**src/rtl/enigma_cfg.svh**
```systemverilog
// Alphabet size, character width and letter position width
`ifndef ENIGMA_CFG_SVH
`define ENIGMA_CFG_SVH

// Letters on each rotor
`define ALPHABET_SIZE 26

// ASCII character width
`define CHAR_WIDTH 8

// Letter index and rotor position width
`define POS_WIDTH 5

`endif

```
**src/rtl/enigma_pkg.sv**
```systemverilog
// Letter, character and position types, FSM states, wiring tables and wiring inversion
`default_nettype none

`include "enigma_cfg.svh"

package enigma_pkg;

    typedef logic [`POS_WIDTH-1:0] letterIdx_t;
    typedef logic [`CHAR_WIDTH-1:0] asciiChar_t;

    typedef struct packed {
        letterIdx_t r1;
        letterIdx_t r2;
        letterIdx_t r3;
    } rotorPos_t;

    // Entry i gives the substituted index for letter i
    typedef letterIdx_t [0:`ALPHABET_SIZE-1] wiringTable_t;

    typedef enum logic {
        UNSET,
        READY
    } ctrlState_t;

    // Ten swapped pairs, O R S U X Y pass straight through
    localparam wiringTable_t PLUG_TABLE = '{
        4, 10, 12, 5, 0, 3, 11, 16, 21, 25, 1, 6, 2,
        22, 14, 19, 7, 17, 18, 15, 20, 8, 13, 23, 24, 9
    };

    localparam wiringTable_t [0:2] ROTOR_TABLES = '{
        '{7, 12, 21, 17, 0, 2, 22, 20, 23, 18, 9, 25, 15,
          3, 14, 13, 11, 8, 4, 10, 6, 5, 19, 16, 24, 1},
        '{19, 4, 7, 6, 12, 17, 8, 5, 2, 0, 1, 20, 25,
          9, 14, 22, 24, 18, 15, 13, 3, 10, 21, 16, 11, 23},
        '{19, 0, 6, 1, 15, 2, 18, 3, 16, 4, 20, 5, 21,
          13, 25, 7, 24, 8, 23, 9, 22, 11, 17, 10, 14, 12}
    };

    // Pairs only, no letter maps to itself
    localparam wiringTable_t REFLECT_TABLE = '{
        24, 17, 20, 7, 16, 18, 11, 3, 15, 23, 13, 6, 14,
        10, 12, 8, 4, 1, 5, 25, 2, 22, 21, 9, 0, 19
    };

    // Backward path through a rotor
    function automatic wiringTable_t invertWiring(input wiringTable_t fwd);
        wiringTable_t inv;
        inv = '0;
        for (int i = 0; i < `ALPHABET_SIZE; i++) begin
            inv[fwd[i]] = letterIdx_t'(i);
        end
        return inv;
    endfunction

endpackage

`default_nettype wire

```
**src/rtl/enigmaControl.sv**
```systemverilog
// Control FSM for start position loading, letter acceptance and result pulses
`timescale 1ns/1ps
`default_nettype none

module enigmaControl
    import enigma_pkg::*;
(
    input  logic load,
    input  logic arstN,
    input  logic setStart,
    input  logic charValid,
    input  logic isLetter,
    output logic loadPos,
    output logic advance,
    output logic ready,
    output logic outValid,
    output logic charError
);

    ctrlState_t state;
    logic       badChar;

    assign ready   = (state == READY);
    assign loadPos = setStart;

    // setStart wins over a letter in the same cycle
    assign advance = charValid && ready && isLetter && !setStart;
    assign badChar = charValid && !setStart && (!ready || !isLetter);

    always_ff @(posedge load or negedge arstN) begin
        if (!arstN) begin
            state <= UNSET;
        end else if (setStart) begin
            state <= READY;
        end
    end

    always_ff @(posedge load or negedge arstN) begin
        if (!arstN) begin
            outValid  <= 1'b0;
            charError <= 1'b0;
        end else begin
            outValid  <= advance;
            charError <= badChar;
        end
    end

    // Start load is a single-cycle strobe
    assertStartStrobe: assert property (
        @(posedge load) disable iff (!arstN)
        setStart |=> !setStart
    );

endmodule

`default_nettype wire

```
**src/rtl/rotorStepper.sv**
```systemverilog
// Rotor position registers with start load and odometer stepping
`timescale 1ns/1ps
`default_nettype none

`include "enigma_cfg.svh"

module rotorStepper
    import enigma_pkg::*;
(
    input  logic      load,
    input  logic      arstN,
    input  logic      loadPos,
    input  rotorPos_t startPos,
    input  logic      advance,
    output rotorPos_t pos
);

    localparam letterIdx_t LAST_POS = letterIdx_t'(`ALPHABET_SIZE - 1);

    logic r1Wrap;
    logic r2Wrap;

    function automatic letterIdx_t nextPos(input letterIdx_t p);
        return (p == LAST_POS) ? '0 : p + 1'b1;
    endfunction

    assign r1Wrap = (pos.r1 == LAST_POS);
    assign r2Wrap = (pos.r2 == LAST_POS);

    always_ff @(posedge load or negedge arstN) begin
        if (!arstN) begin
            pos <= '0;
        end else if (loadPos) begin
            pos <= startPos;
        end else if (advance) begin
            pos.r1 <= nextPos(pos.r1);
            // Carry ripples only on a wrap
            if (r1Wrap) begin
                pos.r2 <= nextPos(pos.r2);
                if (r2Wrap) begin
                    pos.r3 <= nextPos(pos.r3);
                end
            end
        end
    end

    assertPosInRange: assert property (
        @(posedge load) disable iff (!arstN)
        (pos.r1 < `ALPHABET_SIZE) && (pos.r2 < `ALPHABET_SIZE) &&
        (pos.r3 < `ALPHABET_SIZE)
    );

endmodule

`default_nettype wire

```
**src/rtl/rotorWheel.sv**
```systemverilog
// Single rotor substitution, forward and backward, corrected for rotor offset
`timescale 1ns/1ps
`default_nettype none

`include "enigma_cfg.svh"

module rotorWheel
    import enigma_pkg::*;
#(
    parameter int ROTOR_ID = 1
) (
    input  letterIdx_t fwdIn,
    input  letterIdx_t bwdIn,
    input  letterIdx_t position,
    output letterIdx_t fwdOut,
    output letterIdx_t bwdOut
);

    localparam wiringTable_t FWD_TABLE = ROTOR_TABLES[ROTOR_ID-1];
    localparam wiringTable_t BWD_TABLE = invertWiring(FWD_TABLE);

    letterIdx_t fwdContact;
    letterIdx_t bwdContact;

    function automatic letterIdx_t addMod(input letterIdx_t a, input letterIdx_t b);
        logic [`POS_WIDTH:0] sum;
        sum = {1'b0, a} + {1'b0, b};
        if (sum >= `ALPHABET_SIZE) begin
            sum = sum - `ALPHABET_SIZE;
        end
        return sum[`POS_WIDTH-1:0];
    endfunction

    function automatic letterIdx_t subMod(input letterIdx_t a, input letterIdx_t b);
        logic [`POS_WIDTH:0] diff;
        // Bias by one alphabet to stay positive
        diff = {1'b0, a} + `ALPHABET_SIZE - {1'b0, b};
        if (diff >= `ALPHABET_SIZE) begin
            diff = diff - `ALPHABET_SIZE;
        end
        return diff[`POS_WIDTH-1:0];
    endfunction

    // Contact under the entry point after rotation
    assign fwdContact = addMod(fwdIn, position);
    assign bwdContact = addMod(bwdIn, position);

    assign fwdOut = subMod(FWD_TABLE[fwdContact], position);
    assign bwdOut = subMod(BWD_TABLE[bwdContact], position);

endmodule

`default_nettype wire

```
**src/rtl/letterScrambler.sv**
```systemverilog
// Letter check and decode, plugboard, rotor stack, reflector and output register
`timescale 1ns/1ps
`default_nettype none

`include "enigma_cfg.svh"

module letterScrambler
    import enigma_pkg::*;
(
    input  logic       load,
    input  logic       arstN,
    input  asciiChar_t charIn,
    input  rotorPos_t  pos,
    input  logic       advance,
    output logic       isLetter,
    output asciiChar_t outChar
);

    localparam asciiChar_t CHAR_A = "A";
    localparam asciiChar_t CHAR_Z = "Z";

    asciiChar_t charOffset;
    letterIdx_t inIdx;
    letterIdx_t plugFwd;
    letterIdx_t r1Fwd;
    letterIdx_t r2Fwd;
    letterIdx_t r3Fwd;
    letterIdx_t reflected;
    letterIdx_t r3Bwd;
    letterIdx_t r2Bwd;
    letterIdx_t r1Bwd;
    letterIdx_t plugBwd;
    asciiChar_t cipherChar;

    assign isLetter   = (charIn >= CHAR_A) && (charIn <= CHAR_Z);
    assign charOffset = charIn - CHAR_A;

    // Non-letters fold to index 0 so the tables stay in range
    assign inIdx = isLetter ? charOffset[`POS_WIDTH-1:0] : '0;

    assign plugFwd = PLUG_TABLE[inIdx];

    rotorWheel #(.ROTOR_ID(1)) u_rotor1 (
        .fwdIn    (plugFwd),
        .bwdIn    (r2Bwd),
        .position (pos.r1),
        .fwdOut   (r1Fwd),
        .bwdOut   (r1Bwd)
    );

    rotorWheel #(.ROTOR_ID(2)) u_rotor2 (
        .fwdIn    (r1Fwd),
        .bwdIn    (r3Bwd),
        .position (pos.r2),
        .fwdOut   (r2Fwd),
        .bwdOut   (r2Bwd)
    );

    rotorWheel #(.ROTOR_ID(3)) u_rotor3 (
        .fwdIn    (r2Fwd),
        .bwdIn    (reflected),
        .position (pos.r3),
        .fwdOut   (r3Fwd),
        .bwdOut   (r3Bwd)
    );

    // Turn around at the fixed reflector
    assign reflected = REFLECT_TABLE[r3Fwd];

    assign plugBwd    = PLUG_TABLE[r1Bwd];
    assign cipherChar = CHAR_A + asciiChar_t'(plugBwd);

    always_ff @(posedge load or negedge arstN) begin
        if (!arstN) begin
            outChar <= '0;
        end else if (advance) begin
            outChar <= cipherChar;
        end
    end

    // Control must only step on a valid letter
    assertAdvanceOnLetter: assert property (
        @(posedge load) disable iff (!arstN)
        advance |-> isLetter
    );

endmodule

`default_nettype wire

```
**src/rtl/enigmaTop.sv**
```systemverilog
// Cipher machine top with control FSM, rotor stepper and letter scrambler
`timescale 1ns/1ps
`default_nettype none

module enigmaTop
    import enigma_pkg::*;
(
    input  logic       load,
    input  logic       arstN,
    input  logic       setStart,
    input  rotorPos_t  startPos,
    input  logic       charValid,
    input  asciiChar_t charIn,
    output logic       ready,
    output logic       outValid,
    output asciiChar_t outChar,
    output logic       charError
);

    logic      loadPos;
    logic      advance;
    logic      isLetter;
    rotorPos_t pos;

    enigmaControl u_control (
        .load      (load),
        .arstN     (arstN),
        .setStart  (setStart),
        .charValid (charValid),
        .isLetter  (isLetter),
        .loadPos   (loadPos),
        .advance   (advance),
        .ready     (ready),
        .outValid  (outValid),
        .charError (charError)
    );

    rotorStepper u_stepper (
        .load     (load),
        .arstN    (arstN),
        .loadPos  (loadPos),
        .startPos (startPos),
        .advance  (advance),
        .pos      (pos)
    );

    letterScrambler u_scrambler (
        .load     (load),
        .arstN    (arstN),
        .charIn   (charIn),
        .pos      (pos),
        .advance  (advance),
        .isLetter (isLetter),
        .outChar  (outChar)
    );

endmodule

`default_nettype wire

```
**config.mk**
```make
export PLATFORM = sky130hd
export DESIGN_NAME = enigmaTop
export DESIGN_NICKNAME = d
export VERILOG_FILES = /design/src/rtl/enigma_pkg.sv /design/src/rtl/enigmaControl.sv /design/src/rtl/rotorStepper.sv /design/src/rtl/rotorWheel.sv /design/src/rtl/letterScrambler.sv /design/src/rtl/enigmaTop.sv
export VERILOG_INCLUDE_DIRS = /design/src /design/src/rtl
export SDC_FILE = /design/constraint.sdc
export NUM_CORES = 1
export LEC_CHECK = 0
export ABC_AREA = 1
export BUFFER_PORTS_ARGS = -buffer_cell sky130_fd_sc_hd__buf_4
export CAP_MARGIN = 20
export CORE_ASPECT_RATIO = 0.5
export CORE_MARGIN = 5
export CORE_UTILIZATION = 55
export CTS_CLUSTER_SIZE = 14
export DETAILED_ROUTE_END_ITERATION = 8
export GPL_TIMING_DRIVEN = 0
export PLACE_DENSITY = 0.73
export SETUP_SLACK_MARGIN = 0.05
export SYNTH_ARGS = -nofsm -noshare
export SYNTH_HDL_FRONTEND = slang
export SYNTH_SLANG_ARGS = --single-unit
```
**constraint.sdc**
```tcl
create_clock -name load -period 28.6 [get_ports load]
set_clock_uncertainty 0.1 [all_clocks]
set_input_delay 1.43 -clock load [delete_from_list [all_inputs] [get_ports load]]
set_output_delay 1.43 -clock load [all_outputs]
set_load 0.05 [all_outputs]
```
After elaboration in Yosys (flattened, before gate mapping):

Memories as Yosys holds them, arrays and structs flattened.
Cells that the tools add are included.

* bitwise gates (word level): 9
* shift-type cells: 0
* equality and inequality tests: 3
* multiply operators: 0
* reduce and logical (&&, ||, !) cells: 15
* muxes and demuxes: 38
* $add $sub $neg: 35
* order comparisons: 23
* div/mod/pow operators: 0

Operator list (number)
* 5-bit two-way mux: 35
* 6-bit by 5-bit >= comparator with 1-bit output, second input constant: 12
* 5-bit subtractor, second input constant: 12
* 6-bit >= comparator, second input constant: 9
* 5-bit NOT with 6-bit output: 9
* 5-bit by 5-bit adder with 6-bit output: 6
* 5-bit by 5-bit adder with 6-bit output, second input constant: 6
* 6-bit by 5-bit subtractor with 6-bit output: 6
* 15-bit two-way mux: 2
* 5-bit by 1-bit adder with 5-bit output, second input constant: 3
* 5-bit equality test, second input constant: 3
* 10-bit two-way mux: 1
* 7-bit by 5-bit adder with 8-bit output, first input constant: 1
* 8-bit by 7-bit >= comparator with 1-bit output, second input constant: 1
* 8-bit by 7-bit less-or-equal comparator with 1-bit output, second input constant: 1
* 1-bit logical AND: 6
* 2-bit nonzero test: 3
* 5-bit by 1-bit subtractor with 5-bit output, second input constant: 1
* 1-bit zero test: 3
* 3-bit AND reduction: 1
* 2-bit AND reduction: 1
* 1-bit logical OR: 1

* register bits: 26
* ROM bits: 1440
* word-level logic and storage cells: 139
* memories: 9
* output and inout port bits: 11
* bits in writable memories: 0
* bits in latches: 0
* bits of input ports: 27

Memory list
* (no name shown): words 32, bits a word 5, read ports 1, clocked after memory_dff 0, write ports 0, RTL line rotorWheel.sv:49 `assign bwdOut = subMod(BWD_TABLE[bwdContact], position);`
* (no name shown): words 32, bits a word 5, read ports 1, clocked after memory_dff 0, write ports 0, RTL line rotorWheel.sv:48 `assign fwdOut = subMod(FWD_TABLE[fwdContact], position);`
* (no name shown): words 32, bits a word 5, read ports 1, clocked after memory_dff 0, write ports 0, RTL line rotorWheel.sv:49
* (no name shown): words 32, bits a word 5, read ports 1, clocked after memory_dff 0, write ports 0, RTL line rotorWheel.sv:48
* (no name shown): words 32, bits a word 5, read ports 1, clocked after memory_dff 0, write ports 0, RTL line rotorWheel.sv:49
* (no name shown): words 32, bits a word 5, read ports 1, clocked after memory_dff 0, write ports 0, RTL line rotorWheel.sv:48
* +3 memories

Depth between registers and ports, before layout:

* depth after elaboration: 82
* gate-level depth with buffers: 200
* gate-level depth less buffers: 200

By module:

A second synthesis with hierarchy kept.

* cell total of the unflattened synthesis: 1389
* area, all modules: 8632.0 um^2

Modules (own cells, without submodules)
* rotorWheel at u_scrambler.u_rotor2: instances 1, cells each 348, area each 2057.0 um^2, sequential area each 0.0 um^2
* rotorWheel at u_scrambler.u_rotor3: instances 1, cells each 325, area each 1965.6 um^2, sequential area each 0.0 um^2
* rotorWheel at u_scrambler.u_rotor1: instances 1, cells each 318, area each 1926.8 um^2, sequential area each 0.0 um^2
* letterScrambler: instances 1, cells each 244, area each 1467.7 um^2, sequential area each 175.2 um^2
* rotorStepper: instances 1, cells each 143, area each 1103.6 um^2, sequential area each 375.4 um^2
* enigmaControl: instances 1, cells each 11, area each 111.4 um^2, sequential area each 75.1 um^2

Worst setup path after synthesis:

No wires, ideal clock.

* kind: in2reg
* start: in charIn[0]
* end: reg u_scrambler.outChar[4]
* buffers on the path: 0
* stages: 176
* required time: 28383 ps
* setup slack: 529 ps
* arrival time: 27854 ps
* library setup time: 117 ps
* path through: inv_1 ha_1 nand2_1 a311oi_1 nand2_1 nor2_1 inv_1 ha_1 nand2_1 o21ai_0 nand2_1 nand3_1 o21ai_0 ha_1 inv_1 fa_1 xnor2_1 o211ai_1 [140 not listed] nand3_2 nand2_2 nand2_1 nand2_1 inv_1 ha_1 inv_1 nand2_2 nand2_1 nand2_1 nand3_1 nand2_1 ha_1 inv_1 nor2_1 nand3_1 nand2_1 nand2_1

* longest elaborated chain between the ends: 82
* elaborated cells between the ends (all ways): 98
* classes of those cells: add/sub (32); order compare (14); mux (31); bitwise (9); reduce/logical (3); memory (9)

RTL lines
* from (decl): RTL line enigmaTop.sv:13 `input asciiChar_t charIn,`
* 8-bit by 7-bit >= comparator with 1-bit output / 8-bit by 7-bit less-or-equal comparator with 1-bit output (equally long branches): RTL line letterScrambler.sv:35 `assign isLetter = (charIn >= CHAR_A) && (charIn <= CHAR_Z);`
* 1-bit logical AND: RTL line letterScrambler.sv:35
* 5-bit two-way mux: RTL line letterScrambler.sv:39 `` assign inIdx = isLetter ? charOffset[`POS_WIDTH-1:0] : '0; ``
* 5-bit NOT with 6-bit output (not written as such): RTL line letterScrambler.sv:41 `assign plugFwd = PLUG_TABLE[inIdx];`
* memory read 32 x 5 bit
* 5-bit two-way mux (not written as such) (2 in series): RTL line letterScrambler.sv:41
* 5-bit by 5-bit adder with 6-bit output: RTL line rotorWheel.sv:27 `sum = {1'b0, a} + {1'b0, b};`
* 5-bit subtractor (no source line) / 6-bit by 5-bit >= comparator with 1-bit output (equally long branches)
* [64 not listed]
* 5-bit by 5-bit adder with 6-bit output (no source line)
* 6-bit by 5-bit subtractor with 6-bit output: RTL line rotorWheel.sv:37 `` diff = {1'b0, a} + `ALPHABET_SIZE - {1'b0, b}; ``
* 5-bit subtractor (no source line) / 6-bit by 5-bit >= comparator with 1-bit output (equally long branches)
* 5-bit two-way mux: RTL line rotorWheel.sv:38 `` if (diff >= `ALPHABET_SIZE) begin ``
* 5-bit NOT with 6-bit output (not written as such): RTL line letterScrambler.sv:70 `assign plugBwd = PLUG_TABLE[r1Bwd];`
* memory read 32 x 5 bit
* 5-bit two-way mux (not written as such) (2 in series): RTL line letterScrambler.sv:70
* 7-bit by 5-bit adder with 8-bit output: RTL line letterScrambler.sv:71 `assign cipherChar = CHAR_A + asciiChar_t'(plugBwd);`
* to (signal assigned): RTL line letterScrambler.sv:77 `outChar <= cipherChar;`
* to (decl): RTL line letterScrambler.sv:16 `output asciiChar_t outChar`

Several ways; a longest one is shown, not always the timed one. The select of a mux whose other input is x is not followed.
A chain may end at the register's enable or synchronous reset.

Worst setup path in the final report:

Ends and elaborated chain as after synthesis.

==> results.yml <==
floorplanning:
  core_area_sq_mm: 0.01378
  die_h_um: 94.53
  initial_core_util_pct: 57.06
  die-area_sq_mm: 0.01693
  die_x_um: 179.1
  ios: 38
  rows: 30
synth:
  synth_top_family_by_area: "adder cells"
  synth_nets: 1413
  muxShareOfSynthArea_pct: 0.3820
  synth.area.top_cells: "ha_1 (26%), nand2_1 (15%), inv_1 (9.9%)"
  synth-seq-area-share_pct: 7.959
  synth.distinct_cells: 54
  synth.avg_cell_area_sq_um: 6.491
  yosys.area_share.simple_pct: 28.37
  synth_compound_area_share_pct: 15.17
  synth_top_area_share_pct: 25.95
  async_flop_share_pct: 100.0
  synth-adder-area-share_pct: 29.00
  yosys_warnings: 0
  synth_most_common_cell: "nand2_1"
  synth-edff-count: 0
  netlist_area_sq_mm: 0.007860
  ys_ff_latch: 25
  netlist_top_cells_count: "nand2_1 (318), inv_1 (208), ha_1 (163)"
  synth_top_area_cell: "ha_1"
  yosys.area_share.xor_xnor_pct: 7.800
  syn_inst: 1211
  synth_flop_cell: "dfrtp_1"
global_routing:
  grt_overflow: 0
  grtUsageTotal_pct: 21.19
  antenna_found_initial: 0
  grt_pass1_vias: 7252
  grt_start_max_net_pins: 26
  grt_pass1_wl_um: 30880
sta:
  fmax_mhz: 36.23
  timing.final.crit_share_pct: 96.51
  relSlewSlack_pct: 66.63
  setup_violations: 0
  period_minus_slack_ns: 27.60
  hold_violations: 0
  worstMarginPinSlew_ns: 0.5006
  hold_ws_ns: 0.3862
  rsz0062_at_grt: "true"
  slew_violations: 0
route:
  wl_met1_um: 8910
  totalWireLength_um: 20510
  detail-route-antenna-nets: 0
  drt_iter0_drc: 579
  drtPass1Iterations: 5
  routed_via_density: 5.349
  via_count: 8248
  dr_wl_met3_um: 791
  routedWlPerCell_um: 13.30
  top_layer_used: "met4"
  route.met2.wl_um: 10560
  drc: 0
place:
  gp_congestion: 0.8633
  hpwl_um: 13730
  port_buffers: 35
  placed_cells_incl_taps: 1438
hold_path:
  min_from: "u_scrambler.outChar[6]"
  hp-class: "register to register"
  min_path_cells: 1
  holdPathEnd: "u_scrambler.outChar[6]"
cts:
  clkLatencyLatePin_ns: 0.27
  path_clk_slew_ns: 0.08
  cts_buffer_depth: 2
  cts.sink_count: 25
  cts_buffers: 3
  h-tree-depth: 1
  root_buffer: "clkbuf_16"
  cts_tree: "done"
worst_setup_path:
  crit_family: "adder cells"
  cp_max_fo: 9
  crit_type: "input port to register"
  cp-end-kind: "register"
  critPathMaxStageDelay_ns: 0.63
  path_buf_inv: 32
  crit_start: "charIn[0]"
  cp_slowest_cell: "fa_2"
  cp.arrival_ns: 27.67
  cp-start-kind: "input port"
  worst-path-stages: 179
  r2r_slack_ns: 3.14
  worstReg2RegEnd: "u_scrambler.outChar[4]"
  cp_data_required_time_ns: 28.67
  reg2reg_from: "u_stepper.pos[10]"
  rr_worst_depth: 166
  crit_path_frequent_cell: "nand2_2"
layout:
  finalNonFillerCells: 1542
  drive_above_1_share_pct: 32.52
  nNetsFinal: 1553
  area_growth_pct: 34.29
  antenna_cells: 0
run_status:
  outcome: "complete, no violations"
flow_run:
  cap_viol_max_count: 0
through the flow:
| step | TNS, ns | util (%) | setup slack, ns | instance area, sq um |
|---|---|---|---|---|
| final | 0 | 76.62 | 0.9972 | 10560 |
| after global routing | -2.677 | 76.62 | -0.5417 | 10560 |
| after CTS | 0 | 66.15 | 0.05560 | 9112 |
| after detailed placement | -17.56 | 60.71 | -3.147 | 8363 |
| after global placement | -13.40 | 60.71 | -2.441 | 8363 |
| after floorplan | 0 | - | 0.5289 | 7860 |
layer usage:
metal | GRT usage (%) | vias up
li1 | - | 4165
met1 | 26.43 | 3834
met2 | 40.55 | 221
met3 | 2.200 | 28
met4 | 2.808 | 0
met5 | 0 | -
area by class of cell:
class / instances / area (sq um)
clock buffers: 3 / 75.07
well taps: 192 / 240.2
multi-input cells: 958 / 7652
repair buffers: 134 / 1035
inverters: 223 / 875.8
clock inverters: 1 / 8.758
fillers: 1014 / 3221
plain buffers: 6 / 42.54
flip-flops and latches: 25 / 625.6
state kept, by name, indices dropped and copies added (netlist names):
register	flops
u_stepper.pos	15
u_control.ready	1
u_control.outValid	1
u_scrambler.outChar	7
u_control.charError	1
worst reg2reg max path: cells and delay by family (launching register included):
| family | cells | cell delay, ns |
|---|---|---|
| AO/OA/AOI/OAI | 23 | 3.21 |
| XOR/XNOR | 16 | 2.98 |
| adder cells (fa/ha/maj) | 35 | 9.57 |
| buffers and inverters | 30 | 2.13 |
| flip-flops | 1 | 0.58 |
| multiplexers | 1 | 0.28 |
| AND/OR/NAND/NOR | 61 | 6.58 |
cells by family after synthesis:
family / count (synthesis)
buf+inv: 229
fa+ha+maj: 175
simple gates: 509
mux: 3
other cells: 1
compound gates: 208
xor+xnor: 61
flops: 25
placed cells by master (no fill, tap or decap), types with 15 or more instances in the layout:
cell type	count
inv_2	32
dfrtp_1	25
nor2_1	34
nand3_1	66
o21ai_1	27
nand2_1	269
o21ai_0	55
nand2_2	55
ha_1	124
nand2_4	19
inv_1	180
xor2_2	15
a21oi_1	46
buf_4	128
o21ai_2	17
xor2_1	16
ha_4	27
a21oi_2	19
worst max path at each step:
stage	to	slack [ns]
5_1_grt	u_scrambler.outChar[4]	-0.54
3_3_place_gp	u_scrambler.outChar[4]	-2.44
4_1_cts	u_scrambler.outChar[4]	0.06
3_5_place_dp	u_scrambler.outChar[4]	-3.15
6_report	u_scrambler.outChar[4]	1.0
2_1_floorplan	u_scrambler.outChar[4]	0.53
timing repair:
action                                  4_1_cts  5_1_grt
hold buffers                                  0        0
resized for setup                            82      227
pin swaps                                    39      165
cloned                                        0        2
endpoints found under the setup margin        6        6
buffers inserted                             33       65
Power is not shown: default switching activity piles up to over one toggle a cycle in this logic, so the estimate is an artifact.
